==> src/vga_cap_cfg.svh <==
`ifndef VGA_CAP_CFG_SVH
`define VGA_CAP_CFG_SVH

// log2 of words per bank
`define VGA_CAP_ADDR_W 4

// width of one fifo word
`define VGA_CAP_DATA_W 32

`endif
==> src/vga_cap_pkg.sv <==
`include "vga_cap_cfg.svh"

package vga_cap_pkg;

  // rgb332 pixel as it arrives from the vga pins
  typedef struct packed {
    logic [2:0] red;
    logic [2:0] green;
    logic [1:0] blue;
  } rgb332_t;

  typedef logic [`VGA_CAP_DATA_W-1:0] fifo_word_t;

  typedef logic [23:0] fifo_size_t;  // words held in a bank

  typedef logic [1:0] bank_sel_t;  // one bit per bank

endpackage

==> src/ppfifo_wr_if.sv <==
interface ppfifo_wr_if;

  vga_cap_pkg::bank_sel_t  ready;     // bank empty and free
  vga_cap_pkg::bank_sel_t  activate;  // bank owned by writer
  vga_cap_pkg::fifo_size_t size;      // bank depth
  logic                    strobe;
  vga_cap_pkg::fifo_word_t data;

  modport writer (
    input  ready,
    input  size,
    output activate,
    output strobe,
    output data
  );

  modport fifo (
    output ready,
    output size,
    input  activate,
    input  strobe,
    input  data
  );

endinterface

==> src/vga_capture_top.sv <==
module vga_capture_top (
  input  logic                    clk,
  input  logic                    rst,
  input  logic                    i_enable,
  input  logic                    i_vga_hsync,
  input  logic                    i_vga_vsync,
  input  logic [2:0]              i_vga_red,
  input  logic [2:0]              i_vga_green,
  input  logic [1:0]              i_vga_blue,
  output logic                    o_frame_finished,
  output logic                    o_rfifo_ready,
  output vga_cap_pkg::fifo_word_t o_rfifo_data,
  output vga_cap_pkg::fifo_size_t o_rfifo_size,
  input  logic                    i_rfifo_activate,
  input  logic                    i_rfifo_strobe
);

  ppfifo_wr_if wr_if ();

  vga_to_ppfifo u_vga_to_ppfifo (
    .clk              (clk),
    .rst              (rst),
    .i_enable         (i_enable),
    .i_vga_hsync      (i_vga_hsync),
    .i_vga_vsync      (i_vga_vsync),
    .i_vga_red        (i_vga_red),
    .i_vga_green      (i_vga_green),
    .i_vga_blue       (i_vga_blue),
    .o_frame_finished (o_frame_finished),
    .wr               (wr_if.writer)
  );

  // read side goes straight out
  ppfifo u_ppfifo (
    .clk              (clk),
    .rst              (rst),
    .wr               (wr_if.fifo),
    .o_rfifo_ready    (o_rfifo_ready),
    .i_rfifo_activate (i_rfifo_activate),
    .i_rfifo_strobe   (i_rfifo_strobe),
    .o_rfifo_data     (o_rfifo_data),
    .o_rfifo_size     (o_rfifo_size)
  );

endmodule

==> src/vga_to_ppfifo.sv <==
module vga_to_ppfifo (
  input  logic        clk,
  input  logic        rst,
  input  logic        i_enable,
  input  logic        i_vga_hsync,  // active video qualifier
  input  logic        i_vga_vsync,
  input  logic [2:0]  i_vga_red,
  input  logic [2:0]  i_vga_green,
  input  logic [1:0]  i_vga_blue,
  output logic        o_frame_finished,
  ppfifo_wr_if.writer wr
);

  localparam int PAD_W = $bits(vga_cap_pkg::fifo_word_t) - $bits(vga_cap_pkg::rgb332_t);

  vga_cap_pkg::rgb332_t    pixel;
  vga_cap_pkg::bank_sel_t  r_activate;
  vga_cap_pkg::fifo_size_t r_count;
  vga_cap_pkg::fifo_word_t r_data;
  logic                    r_strobe;
  logic                    r_prev_vsync;

  logic owned;
  logic line_full;
  logic accept;
  logic vsync_fall;

  assign pixel      = '{red: i_vga_red, green: i_vga_green, blue: i_vga_blue};
  assign owned      = (r_activate != '0);
  assign line_full  = (r_count == wr.size);
  assign accept     = i_enable && i_vga_hsync && owned && !line_full;
  assign vsync_fall = r_prev_vsync && !i_vga_vsync;

  assign wr.activate = r_activate;
  assign wr.strobe   = r_strobe;
  assign wr.data     = r_data;

  always_ff @(posedge clk) begin
    if (rst) begin
      r_activate       <= '0;
      r_count          <= '0;
      r_strobe         <= 1'b0;
      r_prev_vsync     <= 1'b0;
      o_frame_finished <= 1'b0;
    end else begin
      r_strobe         <= accept;
      r_prev_vsync     <= i_vga_vsync;
      o_frame_finished <= i_enable && vsync_fall;

      if (!owned) begin
        // grab the lower free bank
        if (i_enable && (wr.ready != '0)) begin
          r_activate <= wr.ready[0] ? 2'b01 : 2'b10;
          r_count    <= '0;
        end
      end else if (line_full || (!i_vga_hsync && (r_count != '0))) begin
        r_activate <= '0;  // last strobe lands on this edge
      end else if (accept) begin
        r_count <= r_count + 1'b1;
      end
    end
  end

  // pixel sits in the low byte
  always_ff @(posedge clk) begin
    if (accept) r_data <= {{PAD_W{1'b0}}, pixel};
  end

  a_one_bank : assert property (
    @(posedge clk) disable iff (rst)
    wr.activate != 2'b11
  );

  a_strobe_owned : assert property (
    @(posedge clk) disable iff (rst)
    wr.strobe |-> (wr.activate != '0)
  );

  a_frame_pulse : assert property (
    @(posedge clk) disable iff (rst)
    o_frame_finished |=> !o_frame_finished
  );

endmodule

==> src/ppfifo.sv <==
`include "vga_cap_cfg.svh"

module ppfifo (
  input  logic                    clk,
  input  logic                    rst,
  ppfifo_wr_if.fifo               wr,
  output logic                    o_rfifo_ready,
  input  logic                    i_rfifo_activate,
  input  logic                    i_rfifo_strobe,
  output vga_cap_pkg::fifo_word_t o_rfifo_data,
  output vga_cap_pkg::fifo_size_t o_rfifo_size
);

  localparam int unsigned DEPTH = 1 << `VGA_CAP_ADDR_W;

  typedef enum logic [1:0] {
    BANK_EMPTY,
    BANK_WRITING,
    BANK_FILLED
  } bank_state_t;

  vga_cap_pkg::fifo_word_t mem [2][DEPTH];

  bank_state_t             state [2];
  vga_cap_pkg::fifo_size_t count [2];
  logic [1:0]              fill_evt;
  logic [1:0]              wr_evt;

  logic                        rd_bank;  // oldest filled bank
  logic                        rd_active;
  logic [`VGA_CAP_ADDR_W-1:0]  rd_ptr;
  logic                        rd_release;

  assign wr.size  = vga_cap_pkg::fifo_size_t'(DEPTH);
  assign wr.ready = {state[1] == BANK_EMPTY, state[0] == BANK_EMPTY};

  always_comb begin
    for (int b = 0; b < 2; b++) begin
      // writer let go of the bank this cycle
      fill_evt[b] = (state[b] == BANK_WRITING) && !wr.activate[b];
      wr_evt[b]   = (state[b] == BANK_WRITING) && wr.activate[b] && wr.strobe;
    end
  end

  assign rd_release    = rd_active && !i_rfifo_activate;
  assign o_rfifo_ready = (state[rd_bank] == BANK_FILLED) && !rd_active;
  assign o_rfifo_size  = count[rd_bank];

  // bank state and word counts
  always_ff @(posedge clk) begin
    if (rst) begin
      for (int b = 0; b < 2; b++) begin
        state[b] <= BANK_EMPTY;
        count[b] <= '0;
      end
    end else begin
      for (int b = 0; b < 2; b++) begin
        case (state[b])
          BANK_EMPTY: begin
            if (wr.activate[b]) begin
              state[b] <= BANK_WRITING;
              count[b] <= '0;
            end
          end
          BANK_WRITING: begin
            if (fill_evt[b]) begin
              state[b] <= BANK_FILLED;
            end else if (wr_evt[b]) begin
              count[b] <= count[b] + 1'b1;
            end
          end
          BANK_FILLED: begin
            if (rd_release && (rd_bank == b[0])) state[b] <= BANK_EMPTY;
          end
          default: state[b] <= BANK_EMPTY;
        endcase
      end
    end
  end

  always_ff @(posedge clk) begin
    for (int b = 0; b < 2; b++) begin
      if (wr_evt[b]) mem[b][count[b][`VGA_CAP_ADDR_W-1:0]] <= wr.data;
    end
  end

  // read ownership and fill order
  always_ff @(posedge clk) begin
    if (rst) begin
      rd_bank   <= 1'b0;
      rd_active <= 1'b0;
      rd_ptr    <= '0;
    end else begin
      if (!rd_active) begin
        if (i_rfifo_activate && o_rfifo_ready) begin
          rd_active <= 1'b1;
          rd_ptr    <= '0;
        end
      end else if (rd_release) begin
        rd_active <= 1'b0;
      end else if (i_rfifo_strobe) begin
        rd_ptr <= rd_ptr + 1'b1;
      end

      if (rd_release) begin
        rd_bank <= !rd_bank;  // other bank is next oldest
      end else if (fill_evt[!rd_bank] && (state[rd_bank] != BANK_FILLED)) begin
        rd_bank <= !rd_bank;  // head not filled yet so the new fill leads
      end
    end
  end

  always_ff @(posedge clk) begin
    o_rfifo_data <= mem[rd_bank][rd_ptr];
  end

  for (genvar b = 0; b < 2; b++) begin : g_bank_chk
    // writer may only claim a bank that was offered
    a_activate_ready : assert property (
      @(posedge clk) disable iff (rst)
      $rose(wr.activate[b]) |-> $past(wr.ready[b])
    );

    a_wr_depth : assert property (
      @(posedge clk) disable iff (rst)
      wr_evt[b] |-> (count[b] < vga_cap_pkg::fifo_size_t'(DEPTH))
    );
  end

  a_rd_strobe_active : assert property (
    @(posedge clk) disable iff (rst)
    i_rfifo_strobe |-> rd_active
  );

endmodule

==> config.mk <==
export PLATFORM = sky130hd
export DESIGN_NAME = vga_capture_top
export DESIGN_NICKNAME = d
export VERILOG_FILES = /design/src/vga_cap_pkg.sv /design/src/ppfifo_wr_if.sv /design/src/vga_capture_top.sv /design/src/vga_to_ppfifo.sv /design/src/ppfifo.sv
export VERILOG_INCLUDE_DIRS = /design/src
export SDC_FILE = /design/constraint.sdc
export NUM_CORES = 1
export LEC_CHECK = 0
export BUFFER_PORTS_ARGS = -buffer_cell sky130_fd_sc_hd__buf_2
export CELL_PAD_IN_SITES_DETAIL_PLACEMENT = 1
export CELL_PAD_IN_SITES_GLOBAL_PLACEMENT = 1
export CORE_ASPECT_RATIO = 0.7
export CORE_MARGIN = 4
export CORE_UTILIZATION = 47
export DETAILED_ROUTE_END_ITERATION = 6
export PLACE_DENSITY_LB_ADDON = 0.1
export SLEW_MARGIN = 0
export SYNTH_ARGS = -nofsm -noshare
export SYNTH_HDL_FRONTEND = slang
export SYNTH_SLANG_ARGS = --single-unit
==> constraint.sdc <==
create_clock -name clk -period 2.5 [get_ports clk]
set_input_delay 0.625 -clock clk [delete_from_list [all_inputs] [get_ports clk]]
set_output_delay 0.625 -clock clk [all_outputs]
set_load 0.1 [all_outputs]
==> impl_results.md, run 1 <==
- Outcome: finished clean
- Core box area: around 0.033 mm^2
- Antenna cells: 0
- Max-slew violations: 0
- Main synth FF type: edfxtp_1
- GP Congestion: 0.772
- Clk Latency, worst-skew pair: 0.54 ns
- Max cap viols: 0
- HP Class: input port to flop
- CTS Buf Count: 38
- Leak: between 6 and 7 nW
- Post-synth EDFFs: between 300 and 400
- I/O Buffers: 48
- Post-synthesis cell type count: 60
- Initial DRC Count: between 700 and 800
- Seq cells post-synth: 360
- Most common cell after layout, fill and taps aside: edfxtp_1
- # DRC: 0
- CP required: approximately 1.9 ns
- Vias per cell: between 5 and 6
- Final WL: between 30 and 40 mm
- Unrepaired setup endpoints after global routing: false
- Tcrit/Tclk final: ~97%
- Critical Path Source Type: flop
- Most frequent cells in the layout: 315 x edfxtp_1, 100 x nor2_1, 72 x mux4_2, 63 x buf_4, 46 x nand2_1
- Hold Path Cell Cnt: 1
- Via count: 9335
- Reg clk slew, reported paths: approximately 0.06 ns
- FMAX: 411 MHz
- Synthesized area per cell: 15.1 um^2
- CTS tree: built
- Num rows: 55
- Worst hold endpoint: u_vga_to_ppfifo.wr.data[3]
- Final total power: approximately 16 mW
- Cts hold-fix bufs: 0
- CP arrival: 1.81 ns
- Pwr/cell area: about 840 mW/mm^2
- H-tree levels: 2
- Worst Setup Path Type: flop to output port
- Worst R2R Setup Slack: about 0.25 ns
- Bufs on Longest Clock Path: 3
- Pre-antenna DRT Iters: 5
- Layout Nets: about 1.2k
- Gr usage total: approximately 22%
- Measured slew at the worst slew-check pin: 1.40 ns
- CTS sink cnt: between 300 and 400
- Final core utilization: between 50% and 60%
- Area growth syn-to-layout: 17.1%
- Clk root buf: clkbuf_16
- Die Span Y: about 160 um
- Dpl ws: 0.290 ns
- Final worst slack: about 0.07 ns
- Initial core utilization: about half
- Hpwl dp: between 20 and 30 mm
- Setup Viol. Count Final: 0
- WL/cell: 24.7 um
- Worst slew margin: ~6.8%
- Largest net degree at the start of global routing: 36
- Die width: between 200 and 250 um
- Gr ovfl total: 0
- Hold Violations, Final: 0
- Max FO, Critical Path: 10
- FFs w/ async S/R, synth: 0%
- Kind of end point of the critical path: output port
- Initial antenna violation count: 0
- Critical R2R Capture: u_ppfifo.o_rfifo_data[5]
- Worst VDD drop: approximately 0.56 mV
- Seq/Total Area, Yosys: about two thirds
- Fraction of layout cells with a size suffix above 1: between 20% and 30%
- ANT nets after route: 0
- Vias in the first global route: roughly 9.6k
- Die area: approximately 0.036 mm^2
- Final Critical Period: around 2.4 ns
- Post-Synthesis Cells: about 1.0k
- Hold Path Origin: i_vga_green[1]
- Io pins: 73
- Clk_skew: between 0.02 and 0.03 ns
- First-pass GRT wire length: 60.0 mm
- Netlist Area Pre-Place: 0.0157 mm^2
- Worst reg2reg path depth: 6
- Number of synthesis warnings: 0
==> Yosys cell counts (4+ instances only) <==
cell,number,share of area (%)
a211oi_1,4,0.19
a21oi_1,17,0.54
a22oi_1,16,0.76
a31oi_1,7,0.28
and3_1,9,0.36
and4_1,5,0.28
buf_1,7,0.17
buf_2,13,0.41
buf_4,29,1.4
buf_6,4,0.29
clkbuf_1,26,0.62
dfxtp_1,45,5.7
edfxtp_1,315,60
ha_1,11,0.88
inv_1,24,0.57
mux2_2,19,1.4
mux2i_1,18,1.1
mux4_2,72,10
nand2_1,46,1.1
nand2b_1,22,0.88
nand3_1,35,1.1
nand4_1,19,0.76
nor2_1,100,2.4
nor2b_1,6,0.24
nor3_1,22,0.70
nor4_1,6,0.24
o21a_1,8,0.38
o21ai_0,18,0.57
o21ai_1,8,0.25
or3_1,12,0.48
or4_1,8,0.38
xnor2_1,21,1.2
xor2_1,21,1.2
==> cell families (layout without fill, tap and decap cells) <==
group | Yosys count | in the layout | synth area share, %
compound gates | 97 | 97 | 4.00
xor+xnor | 42 | 42 | 2.34
fa+ha+maj | 12 | 12 | 0.939
buf+inv | 103 | 211 | 3.45
flops | 360 | 360 | 65.9
mux | 109 | 109 | 12.8
other cells | 1 | 24 | 0.0238
simple gates | 319 | 319 | 10.6
==> registers in the layout, indices dropped and copies added (netlist names), 2 cells and up, named ones only <==
register,cells
u_ppfifo.mem,256
u_ppfifo.count,48
u_vga_to_ppfifo.r_count,24
u_ppfifo.o_rfifo_data,8
u_vga_to_ppfifo.wr.data,8
u_ppfifo.rd_ptr,4
u_ppfifo.state,4
u_vga_to_ppfifo.wr.activate,2
==> worst max-delay path by stage <==
stage,end,depth (start not counted)
2_1_floorplan,o_rfifo_size[0],6
3_3_place_gp,u_ppfifo.o_rfifo_data[5],5
3_5_place_dp,o_rfifo_ready,4
4_1_cts,o_rfifo_size[3],3
5_1_grt,o_rfifo_size[14],3
6_report,o_rfifo_ready,4
==> repair_timing <==
item | CTS | global route
pin swaps | 0 | 1
gates resized for setup | 7 | 1
setup buffers | 3 | 4
gates cloned | 0 | 1
endpoints found under the setup margin | 16 | 20
==> per-layer routing <==
layer  vias to the layer above  track usage, %  wire (um)
met5                         -               0          0
met4                         0            3.87        505
met3                        38            3.92       2500
met2                       255            33.0      18100
met1                      4869            33.6      18500
li1                       4173               -          -
==> cell type report <==
class                   instances  area [um^2]
clock buffers                  51         1040
clock inverters                17          183
fillers                      3101        14200
inverters                      24         90.1
multi-input cells             603         4950
flip-flops and latches        360        10400
well taps                     427          534
repair buffers                119         1250
==> worst max-delay path: stages (launching register included) <==
cell,delay [ns]
dfxtp_4,0.40
nor3b_2,0.26
or2_4,0.18
nor2b_4,0.23
buf_12,0.20
==> metrics by stage <==
step	cells	TNS, ns	hold slack (ns)	area (um^2)
global route	1601	0	0.250	18400
floorplan	1066	-0.615	0.440	15800
finish	1601	0	0.267	18400
global placement	1525	0	0.448	17100
CTS	1596	-0.0688	0.244	18400
detailed placement	1525	0	0.463	17100
==> where the power goes <==
part / internal, mW / switching, mW / leakage (nW) / total, mW
clock: 3.25 / 2.33 / 0.600 / 5.59
combinational: 1.04 / 1.83 / 2.13 / 2.88
sequential: 6.78 / 0.309 / 3.27 / 7.09
No activity file was read; power rests on OpenSTA's default activity.
==> run 2: changes to the inputs <==
==> constraint.sdc (replaced) <==
create_clock -name clk -period 2 [get_ports clk]
set_input_delay 0.5 -clock clk [delete_from_list [all_inputs] [get_ports clk]]
set_output_delay 0.5 -clock clk [all_outputs]
set_load 0.1 [all_outputs]
==> run 2 against run 1 <==
  * The flow now finishes with violations (negative setup slack)
  * Sequential share of layout area fell by 3.4 points
  * Non-clock buffer count increased by 99
  * Combinational power increased by 51%
  * Register-to-register slack got worse by 0.44 ns
  * Sequential power is 24% higher
  * Worst setup slack got worse by 0.41 ns
  * Cell count grew 6.2%
  * Global-route usage is 1.1 points higher
  * Critical endpoint is now o_rfifo_size[23]
  * Largest power group unchanged
==> impl_results.md, run 2 (synthesis gave the netlist of run 1 again) <==
- Outcome: finished with violations (was finished clean)
- Failing checks: negative setup slack
- Antenna cells: 0 (unchanged)
- Most common cell after layout, fill and taps aside: edfxtp_1 (unchanged)
- Die area: 0.0365 mm^2 (unchanged)
- Gr usage total: 22.8% (was 21.7%)
- Area growth syn-to-layout: 24.9% (was 17.1%)
- CTS sink cnt: 360 (unchanged)
- Clk_skew: 0.0181 ns (was 0.0270 ns)
- Hpwl dp: 27.0 mm (was 25.6 mm)
- Max-slew violations: 0 (unchanged)
- Final worst slack: -0.337 ns (was 0.0692 ns)
- Critical-path top delay cell: dfxtp_4 (unchanged)
- Critical Path, Cell by Cell: buf_16 -> buf_16 -> buf_4 -> mux2_4 -> buf_12 (was nor3b_2 -> or2_4 -> nor2b_4 -> buf_12)
- CP peak stage delay: 0.38 ns (was 0.40 ns)
- Vias per cell: 5.76 (was 5.83)
- Pwr/cell area: 1020 mW/mm^2 (was 845 mW/mm^2)
- Hold Violations, Final: 0 (unchanged)
- Measured slew at the worst slew-check pin: 1.26 ns (was 1.40 ns)
- Cells after DPL: 1596 (was 1525)
- Tightest hold margin: 0.137 ns (was 0.267 ns)
- Vias in the first global route: 10.1k (was 9628)
- Bufs on Longest Clock Path: 3 (unchanged)
- Finished Layout Cells: 1700 (was 1601)
- Worst slew margin: 16.2% (was 6.78%)
- Gr ovfl total: 0 (unchanged)
- Worst Setup Path Type: flop to output port (unchanged)
- # DRC: 0 (unchanged)
- Clk root buf: clkbuf_16 (unchanged)
- Max FO, Critical Path: 5 (was 10)
- Routed length on met2: 19.0 mm (was 18.1 mm)
- Initial antenna violation count: 0 (unchanged)
- CTS Buf Count: 37 (was 38)
- Die Span Y: 161 um (unchanged)
- Die width: 227 um (unchanged)
- Part of the power in registers: 44.1% (was 45.6%)
- Critical Path Source Type: flop (unchanged)
- Num rows: 55 (unchanged)
- Max cap viols: 0 (unchanged)
- Core box area: 0.0326 mm^2 (unchanged)
- ANT nets after route: 0 (unchanged)
- Clk Latency, worst-skew pair: 0.54 ns (about the same)
- Io pins: 73 (unchanged)
- Internal power: 14.1 mW (was 11.1 mW)
- Max reg flops: 256 (unchanged)
- FMAX: 428 MHz
- Layout Nets: 1270 (was 1172)
- First-pass GRT wire length: 63.3 mm (was 60.0 mm)
- Leak: 6.70 nW (was 6.00 nW)
- Final Critical Period: 2.34 ns
- Worst R2R Setup Slack: -0.19 ns (was 0.25 ns)
- WL met1: 20.2 mm (was 18.5 mm)
- Final total power: 20.0 mW (was 15.6 mW)
- WL/cell: 24.6 um (was 24.7 um)
- Kind of end point of the critical path: output port (unchanged)
- Worst path most repeated cell: buf_16
- Highest metal layer with signal wires: met4 (unchanged)
- Clk pwr share: 34.2% (was 35.9%)
- Placed cell area: 0.0176 mm^2 (was 0.0171 mm^2)
- Final WL: 41.9 mm (was 39.6 mm)
- Unrepaired setup endpoints after global routing: true (was false)
- H-tree levels: 2 (unchanged)
- Setup TNS: -8.35 ns (was 0 ns)
- Fraction of layout cells with a size suffix above 1: 32.9% (was 24.4%)
- Initial DRC Count: 755 (was 792)
- CP arrival: 1.84 ns (was 1.81 ns)
- Comb pwr share: 21.7% (was 18.5%)
- Crit-path leading delay family: buffers and inverters (was simple AND/OR/NAND/NOR gates)
- Initial core utilization: 48.2% (unchanged)
- GP Congestion: 0.802 (was 0.772)
- Worst VDD drop: 0.643 mV (was 0.562 mV)
- Tcrit/Tclk final: 117%
- Via count: 9794 (was 9335)
- Cts hold-fix bufs: 0 (unchanged)
- Setup Viol. Count Final: 33 (was 0)
- Sw frac: 29.4% (was 28.8%)
- I/O Buffers: 48 (unchanged)
- Largest net degree at the start of global routing: 50 (was 36)
- Post-route cell area: 0.0196 mm^2 (was 0.0184 mm^2)
- HP Class: input port to flop (unchanged)
- Most frequent cells in the layout: 315 x edfxtp_1, 143 x buf_4, 100 x nor2_1, 72 x mux4_2 (was 315 x edfxtp_1, 100 x nor2_1, 72 x mux4_2, 63 x buf_4, 46 x nand2_1)
- Reg clk slew, reported paths: 0.07 ns (was 0.06 ns)
- Pre-antenna DRT Iters: 4 (was 5)
- Buf/Inv on CP: 4 (was 1)
- Met3 Wirelength: 2.19 mm (was 2.50 mm)
- CTS tree: built (unchanged)
- CP required: 1.50 ns (was 1.88 ns)
- Psw: 5.87 mW (was 4.48 mW)
-- run 2: power by group through the flow --
stage          registers, mW  clock network, mW  logic [mW]
6_report                8.81               6.84        4.35
5_1_grt                 8.84               7.32        4.57
4_1_cts                 8.81               6.95        4.20
3_5_place_dp            8.96                  0        3.73
3_3_place_gp            8.94                  0        3.68
2_1_floorplan           8.97                  0        2.50
-- run 2: timing repair --
| item | CTS | global route |
|---|---|---|
| endpoints found under the setup margin | 36 | 122 |
| setup buffers | 14 | 17 |
| pin swaps | 1 | 9 |
| resized for setup | 80 | 41 |
| endpoints found under the hold margin | 0 | 0 |
| gates cloned | 4 | 4 |
-- run 2: metrics by stage --
| step | worst slack [ns] | utilization, % |
|---|---|---|
| finish | -0.337 | 60.2 |
| global route | -0.390 | 60.2 |
| CTS | -0.356 | 59.2 |
| detailed placement | -0.0737 | 53.8 |
| global placement | -0.0712 | 53.8 |
| floorplan | -0.0676 | - |
-- run 2: worst paths after layout --
path                                            startpoint                          to  cells past startpoint
worst max register to register                        flop    u_ppfifo.o_rfifo_data[1]                      6
worst min-delay path                        i_vga_green[1]  u_vga_to_ppfifo.wr.data[3]                      1
worst max-delay path                                  flop            o_rfifo_size[23]                      5
worst min register to register  u_vga_to_ppfifo.r_count[1]  u_vga_to_ppfifo.r_count[1]                      2
-- run 2: per-layer routing --
layer	global-route usage (%)	vias to the layer above
li1	-	4383
met1	35.6	5103
met4	3.98	0
met2	34.5	266
met5	0	-
met3	3.89	42
-- run 2: cell type report --
type / count / area (um^2)
clock inverter: 21 / 169
sequential: 360 / 10400
multi-input combinational: 603 / 5220
fill: 3048 / 13000
inverter: 24 / 90.1
tap: 427 / 534
timing repair buffer: 218 / 2230
clock buffer: 47 / 1020
